`config.mk`:
```
export PLATFORM = sky130hd
export DESIGN_NAME = uart_top
export DESIGN_NICKNAME = d
export VERILOG_FILES = /design/src/logic/uart_pkg.sv /design/src/logic/uart_fifo.sv /design/src/logic/uart_tx.sv /design/src/logic/uart_rx.sv /design/src/logic/uart_regs.sv /design/src/logic/uart_top.sv
export SDC_FILE = /design/constraint.sdc
export NUM_CORES = 1
export LEC_CHECK = 0
export ABC_AREA = 1
export BUFFER_PORTS_ARGS = -buffer_cell sky130_fd_sc_hd__buf_2
export CAP_MARGIN = 20
export CORE_ASPECT_RATIO = 0.6
export CORE_UTILIZATION = 45
export CTS_CLUSTER_DIAMETER = 100
export CTS_CLUSTER_SIZE = 12
export DETAILED_ROUTE_END_ITERATION = 8
export SKIP_LAST_GASP = 1
export SLEW_MARGIN = 30
export SYNTH_ARGS = -nofsm -noshare
export SYNTH_HDL_FRONTEND = slang
export SYNTH_HIERARCHICAL = 1
export SYNTH_SLANG_ARGS = --single-unit
```
`constraint.sdc`:
```
create_clock -name clk_i -period 5.9 [get_ports clk_i]
set_input_delay 1.18 -clock clk_i [delete_from_list [all_inputs] [get_ports clk_i]]
set_output_delay 1.18 -clock clk_i [all_outputs]
set_load 0.1 [all_outputs]
```
`src/logic/uart_pkg.sv`:
```
package uart_pkg;

    ////////////////////////////////////////////////////////////////////
    // widths and payload types.
    ////////////////////////////////////////////////////////////////////

    localparam int ADDR_W = 32;
    localparam int DATA_W = 32;

    typedef logic [ADDR_W-1:0] addr_t;
    typedef logic [DATA_W-1:0] word_t;
    typedef logic [7:0]        byte_t;
    // bit period in clock cycles minus one.
    typedef logic [15:0]       baud_t;

    ////////////////////////////////////////////////////////////////////
    // address map.
    ////////////////////////////////////////////////////////////////////

    localparam addr_t UART_BASE  = 32'h2000_0000;
    localparam addr_t UART_MASK  = 32'h0000_000F;

    localparam addr_t REG_CTRL   = 32'h0000_0000;
    localparam addr_t REG_STATUS = 32'h0000_0004;
    localparam addr_t REG_RDATA  = 32'h0000_0008;
    localparam addr_t REG_WDATA  = 32'h0000_000C;

    // control register fields.
    localparam int CTRL_TX_EN    = 0;
    localparam int CTRL_RX_EN    = 1;
    localparam int CTRL_BAUD_LSB = 16;

    // status register flags.
    localparam int ST_TX_FULL  = 0;
    localparam int ST_TX_EMPTY = 1;
    localparam int ST_RX_FULL  = 2;
    localparam int ST_RX_EMPTY = 3;

    localparam int TX_DEPTH = 16;
    localparam int RX_DEPTH = 32;

    typedef struct packed {
        addr_t addr;
        word_t wdata;
        logic  we;
    } bus_req_t;

    typedef struct packed {
        word_t rdata;
    } bus_rsp_t;

endpackage

```
`src/logic/uart_fifo.sv`:
```
module uart_fifo import uart_pkg::*; #(
    parameter int DEPTH = TX_DEPTH
) (
    input  logic  clk_i,
    input  logic  rstn_i,
    input  byte_t data_i,
    input  logic  push_i,
    input  logic  pop_i,
    output byte_t data_o,
    output logic  full_o,
    output logic  empty_o
);

    localparam int PTR_W = $clog2(DEPTH);
    localparam int CNT_W = $clog2(DEPTH + 1);

    byte_t             mem [DEPTH];
    logic [PTR_W-1:0]  wr_ptr_q;
    logic [PTR_W-1:0]  rd_ptr_q;
    logic [CNT_W-1:0]  count_q;
    logic              do_push;
    logic              do_pop;

    assign full_o  = (count_q == CNT_W'(DEPTH));
    assign empty_o = (count_q == '0);

    // overflow and underflow requests are dropped.
    assign do_push = push_i && !full_o;
    assign do_pop  = pop_i && !empty_o;

    assign data_o = mem[rd_ptr_q];

    always_ff @(posedge clk_i) begin
        if (do_push) begin
            mem[wr_ptr_q] <= data_i;
        end
    end

    always_ff @(posedge clk_i) begin
        if (!rstn_i) begin
            wr_ptr_q <= '0;
            rd_ptr_q <= '0;
            count_q  <= '0;
        end else begin
            if (do_push) begin
                wr_ptr_q <= (wr_ptr_q == PTR_W'(DEPTH - 1)) ? '0 : wr_ptr_q + 1'b1;
            end
            if (do_pop) begin
                rd_ptr_q <= (rd_ptr_q == PTR_W'(DEPTH - 1)) ? '0 : rd_ptr_q + 1'b1;
            end
            if (do_push && !do_pop) begin
                count_q <= count_q + 1'b1;
            end else if (do_pop && !do_push) begin
                count_q <= count_q - 1'b1;
            end
        end
    end

endmodule

```
`src/logic/uart_tx.sv`:
```
module uart_tx import uart_pkg::*; (
    input  logic  clk_i,
    input  logic  rstn_i,
    input  logic  en_i,
    input  baud_t baud_i,
    input  byte_t data_i,
    input  logic  empty_i,
    output logic  pop_o,
    output logic  tx_o
);

    typedef enum logic [1:0] {IDLE, START, DATA, STOP} state_e;

    state_e     state_q;
    baud_t      cnt_q;
    logic [2:0] bit_q;
    byte_t      shift_q;
    logic       bit_done;

    // a new frame starts only from idle, so a running frame always completes.
    assign pop_o    = (state_q == IDLE) && en_i && !empty_i;
    assign bit_done = (cnt_q >= baud_i);

    always_ff @(posedge clk_i) begin
        if (!rstn_i) begin
            state_q <= IDLE;
            cnt_q   <= '0;
            bit_q   <= '0;
        end else begin
            if (state_q != IDLE) begin
                cnt_q <= bit_done ? '0 : cnt_q + 1'b1;
            end
            case (state_q)
                IDLE: begin
                    cnt_q <= '0;
                    if (pop_o) begin
                        state_q <= START;
                    end
                end
                START: begin
                    if (bit_done) begin
                        state_q <= DATA;
                        bit_q   <= '0;
                    end
                end
                DATA: begin
                    if (bit_done) begin
                        bit_q <= bit_q + 1'b1;
                        if (bit_q == 3'd7) begin
                            state_q <= STOP;
                        end
                    end
                end
                default: begin
                    if (bit_done) begin
                        state_q <= IDLE;
                    end
                end
            endcase
        end
    end

    // lsb goes out first.
    always_ff @(posedge clk_i) begin
        if (pop_o) begin
            shift_q <= data_i;
        end else if (state_q == DATA && bit_done) begin
            shift_q <= {1'b0, shift_q[7:1]};
        end
    end

    always_comb begin
        case (state_q)
            START:   tx_o = 1'b0;
            DATA:    tx_o = shift_q[0];
            default: tx_o = 1'b1;
        endcase
    end

endmodule

```
`src/logic/uart_rx.sv`:
```
module uart_rx import uart_pkg::*; (
    input  logic  clk_i,
    input  logic  rstn_i,
    input  logic  en_i,
    input  baud_t baud_i,
    input  logic  rx_i,
    output byte_t data_o,
    output logic  push_o
);

    typedef enum logic [1:0] {IDLE, START, DATA, STOP} state_e;

    state_e     state_q;
    baud_t      cnt_q;
    baud_t      half;
    logic [2:0] bit_q;
    byte_t      shift_q;
    logic       rx_meta_q;
    logic       rx_sync_q;
    logic       rx_prev_q;
    logic       bit_done;

    assign half     = baud_i >> 1;
    assign bit_done = (cnt_q >= baud_i);
    assign data_o   = shift_q;

    // line idles high.
    always_ff @(posedge clk_i) begin
        if (!rstn_i) begin
            rx_meta_q <= 1'b1;
            rx_sync_q <= 1'b1;
            rx_prev_q <= 1'b1;
        end else begin
            rx_meta_q <= rx_i;
            rx_sync_q <= rx_meta_q;
            rx_prev_q <= rx_sync_q;
        end
    end

    always_ff @(posedge clk_i) begin
        if (!rstn_i) begin
            state_q <= IDLE;
            cnt_q   <= '0;
            bit_q   <= '0;
            push_o  <= 1'b0;
        end else begin
            push_o <= 1'b0;
            cnt_q  <= cnt_q + 1'b1;
            case (state_q)
                IDLE: begin
                    cnt_q <= '0;
                    if (en_i && rx_prev_q && !rx_sync_q) begin
                        state_q <= START;
                    end
                end
                START: begin
                    // middle of start bit; a high line here was a glitch.
                    if (cnt_q >= half) begin
                        cnt_q   <= '0;
                        bit_q   <= '0;
                        state_q <= rx_sync_q ? IDLE : DATA;
                    end
                end
                DATA: begin
                    if (bit_done) begin
                        cnt_q <= '0;
                        bit_q <= bit_q + 1'b1;
                        if (bit_q == 3'd7) begin
                            state_q <= STOP;
                        end
                    end
                end
                default: begin
                    if (bit_done) begin
                        push_o  <= rx_sync_q;
                        state_q <= IDLE;
                    end
                end
            endcase
            if (!en_i) begin
                state_q <= IDLE;
            end
        end
    end

    always_ff @(posedge clk_i) begin
        if (state_q == DATA && bit_done) begin
            shift_q <= {rx_sync_q, shift_q[7:1]};
        end
    end

endmodule

```
`src/logic/uart_regs.sv`:
```
module uart_regs import uart_pkg::*; (
    input  logic     clk_i,
    input  logic     rstn_i,

    input  bus_req_t req_i,
    input  logic     valid_i,
    output logic     ready_o,

    output bus_rsp_t rsp_o,
    output logic     rsp_valid_o,
    input  logic     rsp_ready_i,

    input  logic     tx_full_i,
    input  logic     tx_empty_i,
    input  logic     rx_full_i,
    input  logic     rx_empty_i,

    output logic     tx_push_o,
    output byte_t    tx_byte_o,
    input  byte_t    rx_byte_i,
    output logic     rx_pop_o,

    output logic     tx_en_o,
    output logic     rx_en_o,
    output baud_t    baud_o
);

    typedef enum logic {IDLE, RESP} state_e;

    state_e   state_q;
    word_t    ctrl_q;
    bus_rsp_t rsp_q;
    word_t    status;
    word_t    rd_data;
    addr_t    offset;
    logic     in_win;
    logic     accept;
    logic     wr_acc;
    logic     rd_acc;

    ////////////////////////////////////////////////////////////////////
    // request decode.
    ////////////////////////////////////////////////////////////////////

    assign in_win = ((req_i.addr & ~UART_MASK) == UART_BASE);
    assign offset = req_i.addr & UART_MASK;

    // busy while a read response waits.
    assign ready_o = (state_q == IDLE);
    assign accept  = valid_i && ready_o;
    assign wr_acc  = accept && req_i.we && in_win;
    assign rd_acc  = accept && !req_i.we;

    assign tx_push_o = wr_acc && (offset == REG_WDATA);
    assign tx_byte_o = req_i.wdata[7:0];
    assign rx_pop_o  = rd_acc && in_win && (offset == REG_RDATA) && !rx_empty_i;

    always_comb begin
        status              = '0;
        status[ST_TX_FULL]  = tx_full_i;
        status[ST_TX_EMPTY] = tx_empty_i;
        status[ST_RX_FULL]  = rx_full_i;
        status[ST_RX_EMPTY] = rx_empty_i;
    end

    // outside the window everything reads as zero.
    always_comb begin
        rd_data = '0;
        if (in_win) begin
            case (offset)
                REG_CTRL:   rd_data = ctrl_q;
                REG_STATUS: rd_data = status;
                REG_RDATA:  rd_data = rx_empty_i ? '0 : word_t'(rx_byte_i);
                default:    rd_data = '0;
            endcase
        end
    end

    ////////////////////////////////////////////////////////////////////
    // control register and response FSM.
    ////////////////////////////////////////////////////////////////////

    always_ff @(posedge clk_i) begin
        if (!rstn_i) begin
            state_q <= IDLE;
            ctrl_q  <= '0;
        end else begin
            if (wr_acc && offset == REG_CTRL) begin
                ctrl_q <= req_i.wdata;
            end
            case (state_q)
                IDLE: begin
                    if (rd_acc) begin
                        state_q <= RESP;
                    end
                end
                default: begin
                    if (rsp_ready_i) begin
                        state_q <= IDLE;
                    end
                end
            endcase
        end
    end

    always_ff @(posedge clk_i) begin
        if (rd_acc) begin
            rsp_q.rdata <= rd_data;
        end
    end

    assign rsp_o       = rsp_q;
    assign rsp_valid_o = (state_q == RESP);

    assign tx_en_o = ctrl_q[CTRL_TX_EN];
    assign rx_en_o = ctrl_q[CTRL_RX_EN];
    assign baud_o  = ctrl_q[CTRL_BAUD_LSB +: $bits(baud_t)];

endmodule

```
`src/logic/uart_top.sv`:
```
module uart_top import uart_pkg::*; (
    input  logic     clk_i,
    input  logic     rstn_i,

    input  bus_req_t bus_req_i,
    input  logic     bus_valid_i,
    output logic     bus_ready_o,

    output bus_rsp_t rsp_o,
    output logic     rsp_valid_o,
    input  logic     rsp_ready_i,

    input  logic     rx_i,
    output logic     tx_o
);

    logic  tx_push;
    logic  tx_pop;
    logic  tx_full;
    logic  tx_empty;
    byte_t tx_byte;
    byte_t tx_head;

    logic  rx_push;
    logic  rx_pop;
    logic  rx_full;
    logic  rx_empty;
    byte_t rx_byte;
    byte_t rx_head;

    logic  tx_en;
    logic  rx_en;
    baud_t baud;

    ////////////////////////////////////////////////////////////////////
    // register front end.
    ////////////////////////////////////////////////////////////////////

    uart_regs regs_inst (
        .clk_i       (clk_i),
        .rstn_i      (rstn_i),
        .req_i       (bus_req_i),
        .valid_i     (bus_valid_i),
        .ready_o     (bus_ready_o),
        .rsp_o       (rsp_o),
        .rsp_valid_o (rsp_valid_o),
        .rsp_ready_i (rsp_ready_i),
        .tx_full_i   (tx_full),
        .tx_empty_i  (tx_empty),
        .rx_full_i   (rx_full),
        .rx_empty_i  (rx_empty),
        .tx_push_o   (tx_push),
        .tx_byte_o   (tx_byte),
        .rx_byte_i   (rx_head),
        .rx_pop_o    (rx_pop),
        .tx_en_o     (tx_en),
        .rx_en_o     (rx_en),
        .baud_o      (baud)
    );

    ////////////////////////////////////////////////////////////////////
    // transmit path.
    ////////////////////////////////////////////////////////////////////

    uart_fifo #(.DEPTH(TX_DEPTH)) tx_fifo (
        .clk_i   (clk_i),
        .rstn_i  (rstn_i),
        .data_i  (tx_byte),
        .push_i  (tx_push),
        .pop_i   (tx_pop),
        .data_o  (tx_head),
        .full_o  (tx_full),
        .empty_o (tx_empty)
    );

    uart_tx tx_inst (
        .clk_i   (clk_i),
        .rstn_i  (rstn_i),
        .en_i    (tx_en),
        .baud_i  (baud),
        .data_i  (tx_head),
        .empty_i (tx_empty),
        .pop_o   (tx_pop),
        .tx_o    (tx_o)
    );

    ////////////////////////////////////////////////////////////////////
    // receive path.
    ////////////////////////////////////////////////////////////////////

    uart_rx rx_inst (
        .clk_i  (clk_i),
        .rstn_i (rstn_i),
        .en_i   (rx_en),
        .baud_i (baud),
        .rx_i   (rx_i),
        .data_o (rx_byte),
        .push_o (rx_push)
    );

    uart_fifo #(.DEPTH(RX_DEPTH)) rx_fifo (
        .clk_i   (clk_i),
        .rstn_i  (rstn_i),
        .data_i  (rx_byte),
        .push_i  (rx_push),
        .pop_i   (rx_pop),
        .data_o  (rx_head),
        .full_o  (rx_full),
        .empty_o (rx_empty)
    );

endmodule

```
# ---- Yosys cells after proc, flatten, opt, wreduce, memory -nomap -nowiden
# Memories as Yosys holds them, arrays and structs flattened. A register that Yosys moved wholly into a read port is not among the register bits.
# Index checks and enable logic that the tools add are counted.
dict set report word_totals {
  n_memories 2
  output_inout_bits 35
  in_bits 70
  reg_bits 156
  ramBits 384
  word_cells 165
}
dict set report op_classes {
  bitwise_logic 3
  n_addsub 12
  eq_ne 24
  magnitude_cmp 3
  mux 47
  n_reduce_logical 53
}
# memory depth word_bits read_ports rd_clocked_by_memory_dff wr line_no
set mem_list {}
lappend mem_list {rx_fifo.mem 32 8 1 1 1 uart_fifo.sv:17} ;# byte_t mem [DEPTH];
lappend mem_list {tx_fifo.mem 16 8 1 1 1 uart_fifo.sv:17}
# operator n
set ops {}
lappend ops {{32-bit one-hot mux with 3 select lines} 1}
lappend ops {{16-bit 2-to-1 mux} 3}
lappend ops {{16-bit one-hot mux with 3 select lines} 1}
lappend ops {{16-bit by 1-bit adder with 16-bit output (second input constant)} 2}
lappend ops {{16-bit >= comparator} 2}
lappend ops {{32-bit zero test} 1}
lappend ops {{5-bit 2-to-1 mux} 6}
lappend ops {{28-bit by 26-bit equality test with 1-bit output (second input constant)} 1}
lappend ops {{8-bit 2-to-1 mux} 3}
lappend ops {{1-bit logical AND} 23}
lappend ops {{2-bit 2-to-1 mux} 11}
lappend ops {{4-bit equality test (second input constant)} 4}
lappend ops {{16-bit by 15-bit >= comparator with 1-bit output} 1}
lappend ops {{4-bit 2-to-1 mux} 4}
lappend ops {{5-bit by 1-bit adder with 5-bit output (second input constant)} 3}
lappend ops {{5-bit equality test (second input constant)} 3}
lappend ops {{2-bit by 1-bit != test with 1-bit output (second input constant)} 7}
lappend ops {{2-bit nonzero test} 7}
lappend ops {{3-bit 2-to-1 mux} 4}
lappend ops {{6-bit 2-to-1 mux} 2}
lappend ops {{2-bit one-hot mux with 3 select lines} 2}
lappend ops {{3-bit one-hot mux with 2 select lines} 2}
lappend ops {{1-bit zero test} 10}
lappend ops {{5-bit AND reduction} 2}
lappend ops {{22 further kinds} 37}

# ---- Depth between registers and ports, before layout
dict set report depth {
  word_depth 10
  mapped_depth 21
  ltp_nobuf 20
}

# ---- Modules after synthesis
# The synthesis kept the hierarchy.
# mod instances seq_area_each_um2 area_per_inst_um2 cells_each
set modules_own_cells {}
lappend modules_own_cells {{uart_fifo (rx_fifo)} 1 8107.8 11741.3 1057}
lappend modules_own_cells {{uart_fifo (tx_fifo)} 1 4184.0 6327.3 624}
lappend modules_own_cells {uart_regs 1 1621.6 3464.6 463}
lappend modules_own_cells {uart_rx 1 740.7 2349.8 311}
lappend modules_own_cells {uart_tx 1 660.6 1854.3 243}

# ---- Worst setup path after synthesis
# OpenSTA, ideal clock, no wires.
dict set report synth_timing {
  kind {input to register}
  from {input bus_req_i[0] (netlist bit)}
  to {register rx_fifo.count_q[4]}
  n_path_buf 0
  setup_time_ns 0.115
  cell_stages 12
  t_required_ns 5.785
  arrival_ns 5.155
  slack_ns 0.630
  cell_sequence {nor3_1 -> nand2_1 -> nor2_1 -> nand2_1 -> ha_1 -> inv_1 -> ha_1 -> a21oi_1 -> o21ai_0 -> xor2_1 -> o21ai_0 -> inv_1}
}
dict set report synth_between {
  elab_chain_len 9
  elab_cells_between_ends 11
  cone_classes {mux (1); reduce/logical (10)}
}
# element line_no
set synth_lines {}
lappend synth_lines {{start, declared} uart_top.sv:5} ;# input bus_req_t bus_req_i,
lappend synth_lines {{1-bit zero test (*)} uart_regs.sv:52} ;# assign rd_acc = accept && !req_i.we;
lappend synth_lines {{1-bit logical AND (*)} uart_regs.sv:52}
lappend synth_lines {{1-bit logical AND (*) (3 in series)} uart_regs.sv:56} ;# assign rx_pop_o = rd_acc && in_win && (offset == REG_RDATA) && !rx_empty_i;
lappend synth_lines {{via rx_pop} uart_top.sv:25} ;# logic rx_pop;
lappend synth_lines {{1-bit logical AND (*)} uart_fifo.sv:29} ;# assign do_pop = pop_i && !empty_o;
lappend synth_lines {{1-bit zero test} uart_fifo.sv:51} ;# if (do_push && !do_pop) begin
lappend synth_lines {{1-bit logical AND} uart_fifo.sv:51}
lappend synth_lines {{6-bit 2-to-1 mux or 2-bit nonzero test (tied branches)} n/a}
lappend synth_lines {{end signal, assigned} uart_fifo.sv:52} ;# count_q <= count_q + 1'b1;
lappend synth_lines {{end signal, assigned} uart_fifo.sv:54} ;# count_q <= count_q - 1'b1;
lappend synth_lines {{end, declared} uart_fifo.sv:20} ;# logic [CNT_W-1:0] count_q;
# Mark *: on every way through the listed nets, which the timed path passes. The rest lies on a longest branch.
# A chain may end at the register's enable or synchronous reset.

==> results.yml <==
critical_path:
  cp_max_fo: 76
  arrival_ns: 3.99
  worstPathRequired_ns: 6.24
  cp-start-kind: "register"
  critPathCaptureType: "register"
  crit_type: "reg -> reg"
grt:
  grt_pass1_vias: 17620
  grt_pass1_wl_mm: 102.3
  antenna_found_initial: 3
  gr-total-overflow: 0
  grt_max_degree: 77
  grt_util_all_layers_pct: 22.68
clock_tree:
  cts_resized: 0
  cts_buffer_depth: 3
  insertion_delay_ns: 0.61
  clk_pin_slew_worst_paths_ns: 0.07
  cts_tree: "done"
  cts_setup_buffers: 0
  cts_buffers: 51
  cts.hold.buffers_added: 0
  h-tree-depth: 2
  numClockSinks: 549
  cts_root_buf: "clkbuf_16"
logic_synthesis:
  synth_area_um2: 25740
  syn_area_per_cell_um2: 9.539
  seq_area_frac_synth_pct: 59.50
  synthXorXnorAreaFrac_pct: 0.8508
  ys_ff_latch: 549
  synth_compound_area_share_pct: 2.333
  yosys.cell_types.count: 45
  yosys.area_share.simple_pct: 25.15
  postSynthNetCount: 2853
  synthMuxAreaShare_pct: 0
  netlist_instances: 2698
  synth_top_family_by_area: "simple AND/OR/NAND/NOR gates"
  yosys.area_share.adder_pct: 4.191
  yosys_warnings: 6
sta:
  period_share_pct: 61.79
  fmax_ghz: 0.2743
  tightest_slew_ns: 0.9154
  max-slew-margin-rel_pct: 38.97
  finalHoldViolCount: 0
  slew_violations: 0
  tns_ns: 0
  rsz0062_at_grt: "false"
  fin_skew_ns: 0.02114
  finalSetupViolCount: 0
  period_needed_ns: 3.645
floorplanning:
  fp.dieW_um: 310.7
  rows: 67
  die_h_um: 187.2
  core_um2: 56170
  io_pins: 105
  start_util_pct: 45.82
  fp.dieArea_um2: 58190
final_layout:
  syn2layout_area_growth_pct: 9.470
  fin_nets: 2918
  drive_gt1_share_pct: 10.62
  post-route-util_pct: 50.16
  layout_commonest_cell: "nand2_1"
  final_cell_mix: "nand2_1 (816), edfxtp_1 (432), nand3_1 (311)"
min_path:
  hold_path_startpoint: "rx_inst/rx_meta_q$_SDFF_PN1_"
  hp-class: "reg -> reg"
status:
  status: "completed"
drt:
  final_antenna_net_count: 0
  drt_wl_total_mm: 66.50
  num_vias: 18790
  wl_per_cell_um: 18.65
  vias_per_cell: 5.270
  drc: 0
  first_pass_iters: 6
  drtIter0Drc: 1874
place:
  place_congestion: 0.9009
  portBuffers: 104
  dpl.hpwl_mm: 43.83
pwr:
  p_per_area_nw_per_um2: 271.6
  vdd_ir_drop_max_mv: 0.1782
  leakage_nw: 11.36
flow_run:
  maxCapViolations: 0
==> critical path: stages, from the launching register on <==
cell and delay (ns):
dfxtp_4 0.90, clkinv_2 0.94, buf_12 0.50, nand2_1 0.11, nand3_1 0.08, nand3_1 0.20
nand2_1 0.13, nand2_1 0.08, nand2_1 0.06, nand2_1 0.05, nand2_1 0.08, nand2_1 0.07
a21oi_1 0.07
==> metrics by stage <==
step                hold WS (ns)  total power [mW]  setup slack (ns)  cells  instance area (µm²)
floorplan                 0.3925             4.531            0.6298   2698                25740
global placement          0.3936             4.639             1.868   3469                26610
detailed placement        0.3982             4.646             1.868   3469                26690
CTS                       0.4130             7.715             2.217   3565                28170
global route              0.4177             7.891             1.956   3566                28170
finish                    0.4133             7.652             2.255   3566                28170
==> kinds of logic after synthesis <==
group | Yosys count
AND/OR/NAND/NOR | 1493
flip-flops | 549
buffers and inverters | 434
AO/OA/AOI/OAI | 112
adder cells (fa/ha/maj) | 85
XOR/XNOR | 25
==> power by group <==
part	internal [mW]	total (mW)	leakage [nW]	switching (mW)
clock	1.66	3.09	0.705	1.43
combinational	0.0859	0.376	5.80	0.291
sequential	4.17	4.19	4.85	0.0174
==> area by class of cell <==
| class | instances | area [µm²] |
|---|---|---|
| fillers | 5155 | 27990 |
| repair buffers | 140 | 803.3 |
| multi-input cells | 1715 | 8453 |
| inverters | 306 | 1157 |
| diodes | 1 | 2.502 |
| clock inverters | 3 | 30.03 |
| flip-flops and latches | 549 | 15320 |
| well taps | 759 | 949.7 |
| clock buffers | 93 | 1455 |
==> synth_stat cells (all sizes together) <==
| cell type | n | area, µm² |
|---|---|---|
| a211oi | 1 | 7.510 |
| a21boi | 1 | 7.510 |
| a21o | 2 | 15.01 |
| a21oi | 53 | 265.3 |
| a22oi | 1 | 21.27 |
| and2 | 1 | 6.260 |
| and3 | 2 | 12.51 |
| buf | 117 | 857.1 |
| clkbuf | 11 | 41.29 |
| clkinv | 8 | 30.03 |
| dfxtp | 117 | 2342 |
| edfxtp | 432 | 12970 |
| fa | 2 | 40.04 |
| ha | 83 | 1039 |
| inv | 298 | 1124 |
| nand2 | 842 | 3226 |
| nand3 | 321 | 1672 |
| nand4 | 51 | 331.6 |
| nor2 | 198 | 778.2 |
| nor3 | 70 | 377.9 |
| nor3b | 1 | 7.510 |
| nor4 | 2 | 27.53 |
| o21a | 2 | 15.01 |
| o21ai | 48 | 240.2 |
| o21bai | 3 | 22.52 |
| o22ai | 1 | 6.260 |
| or2 | 5 | 33.78 |
| xnor2 | 8 | 70.07 |
| xor2 | 17 | 148.9 |
==> flip-flops by register name, summed over array words and instances, names as in the netlist, 3 cells and up, named ones only <==
signal	flops
tx_fifo/mem	128
rx_inst/bit_q	3
tx_fifo/rd_ptr_q	4
rx_fifo/rd_ptr_q	5
regs_inst/rsp_o	32
rx_inst/cnt_q	16
rx_fifo/mem	256
rx_fifo/count_q	6
tx_inst/bit_q	3
tx_fifo/wr_ptr_q	4
regs_inst/ctrl_q	32
tx_inst/shift_q	8
tx_fifo/count_q	5
rx_inst/data_o	8
rx_fifo/wr_ptr_q	5
tx_inst/cnt_q	16
==> routing by layer <==
metal / global-route usage (%) / part of all wire, % / wire length, µm / vias to the layer above
li1: - / - / - / 9023
met3: 4.302 / 9.2 / 6128 / 65
met4: 4.775 / 1.4 / 912 / 0
met1: 36.43 / 49 / 32800 / 8968
met5: 0 / 0 / 0 / -
met2: 31.23 / 40 / 26660 / 736
==> worst paths after layout <==
check,endpoint,slack (ns),cells after the start
max,regs_inst/rsp_o[4]$_SDFFCE_PP0P_,2.25,12
min,rx_inst/rx_sync_q$_SDFF_PN1_,0.41,1
max reg2reg,regs_inst/rsp_o[4]$_SDFFCE_PP0P_,2.25,12
min reg2reg,rx_inst/rx_sync_q$_SDFF_PN1_,0.41,1
No activity file was read; power rests on OpenSTA's default activity.
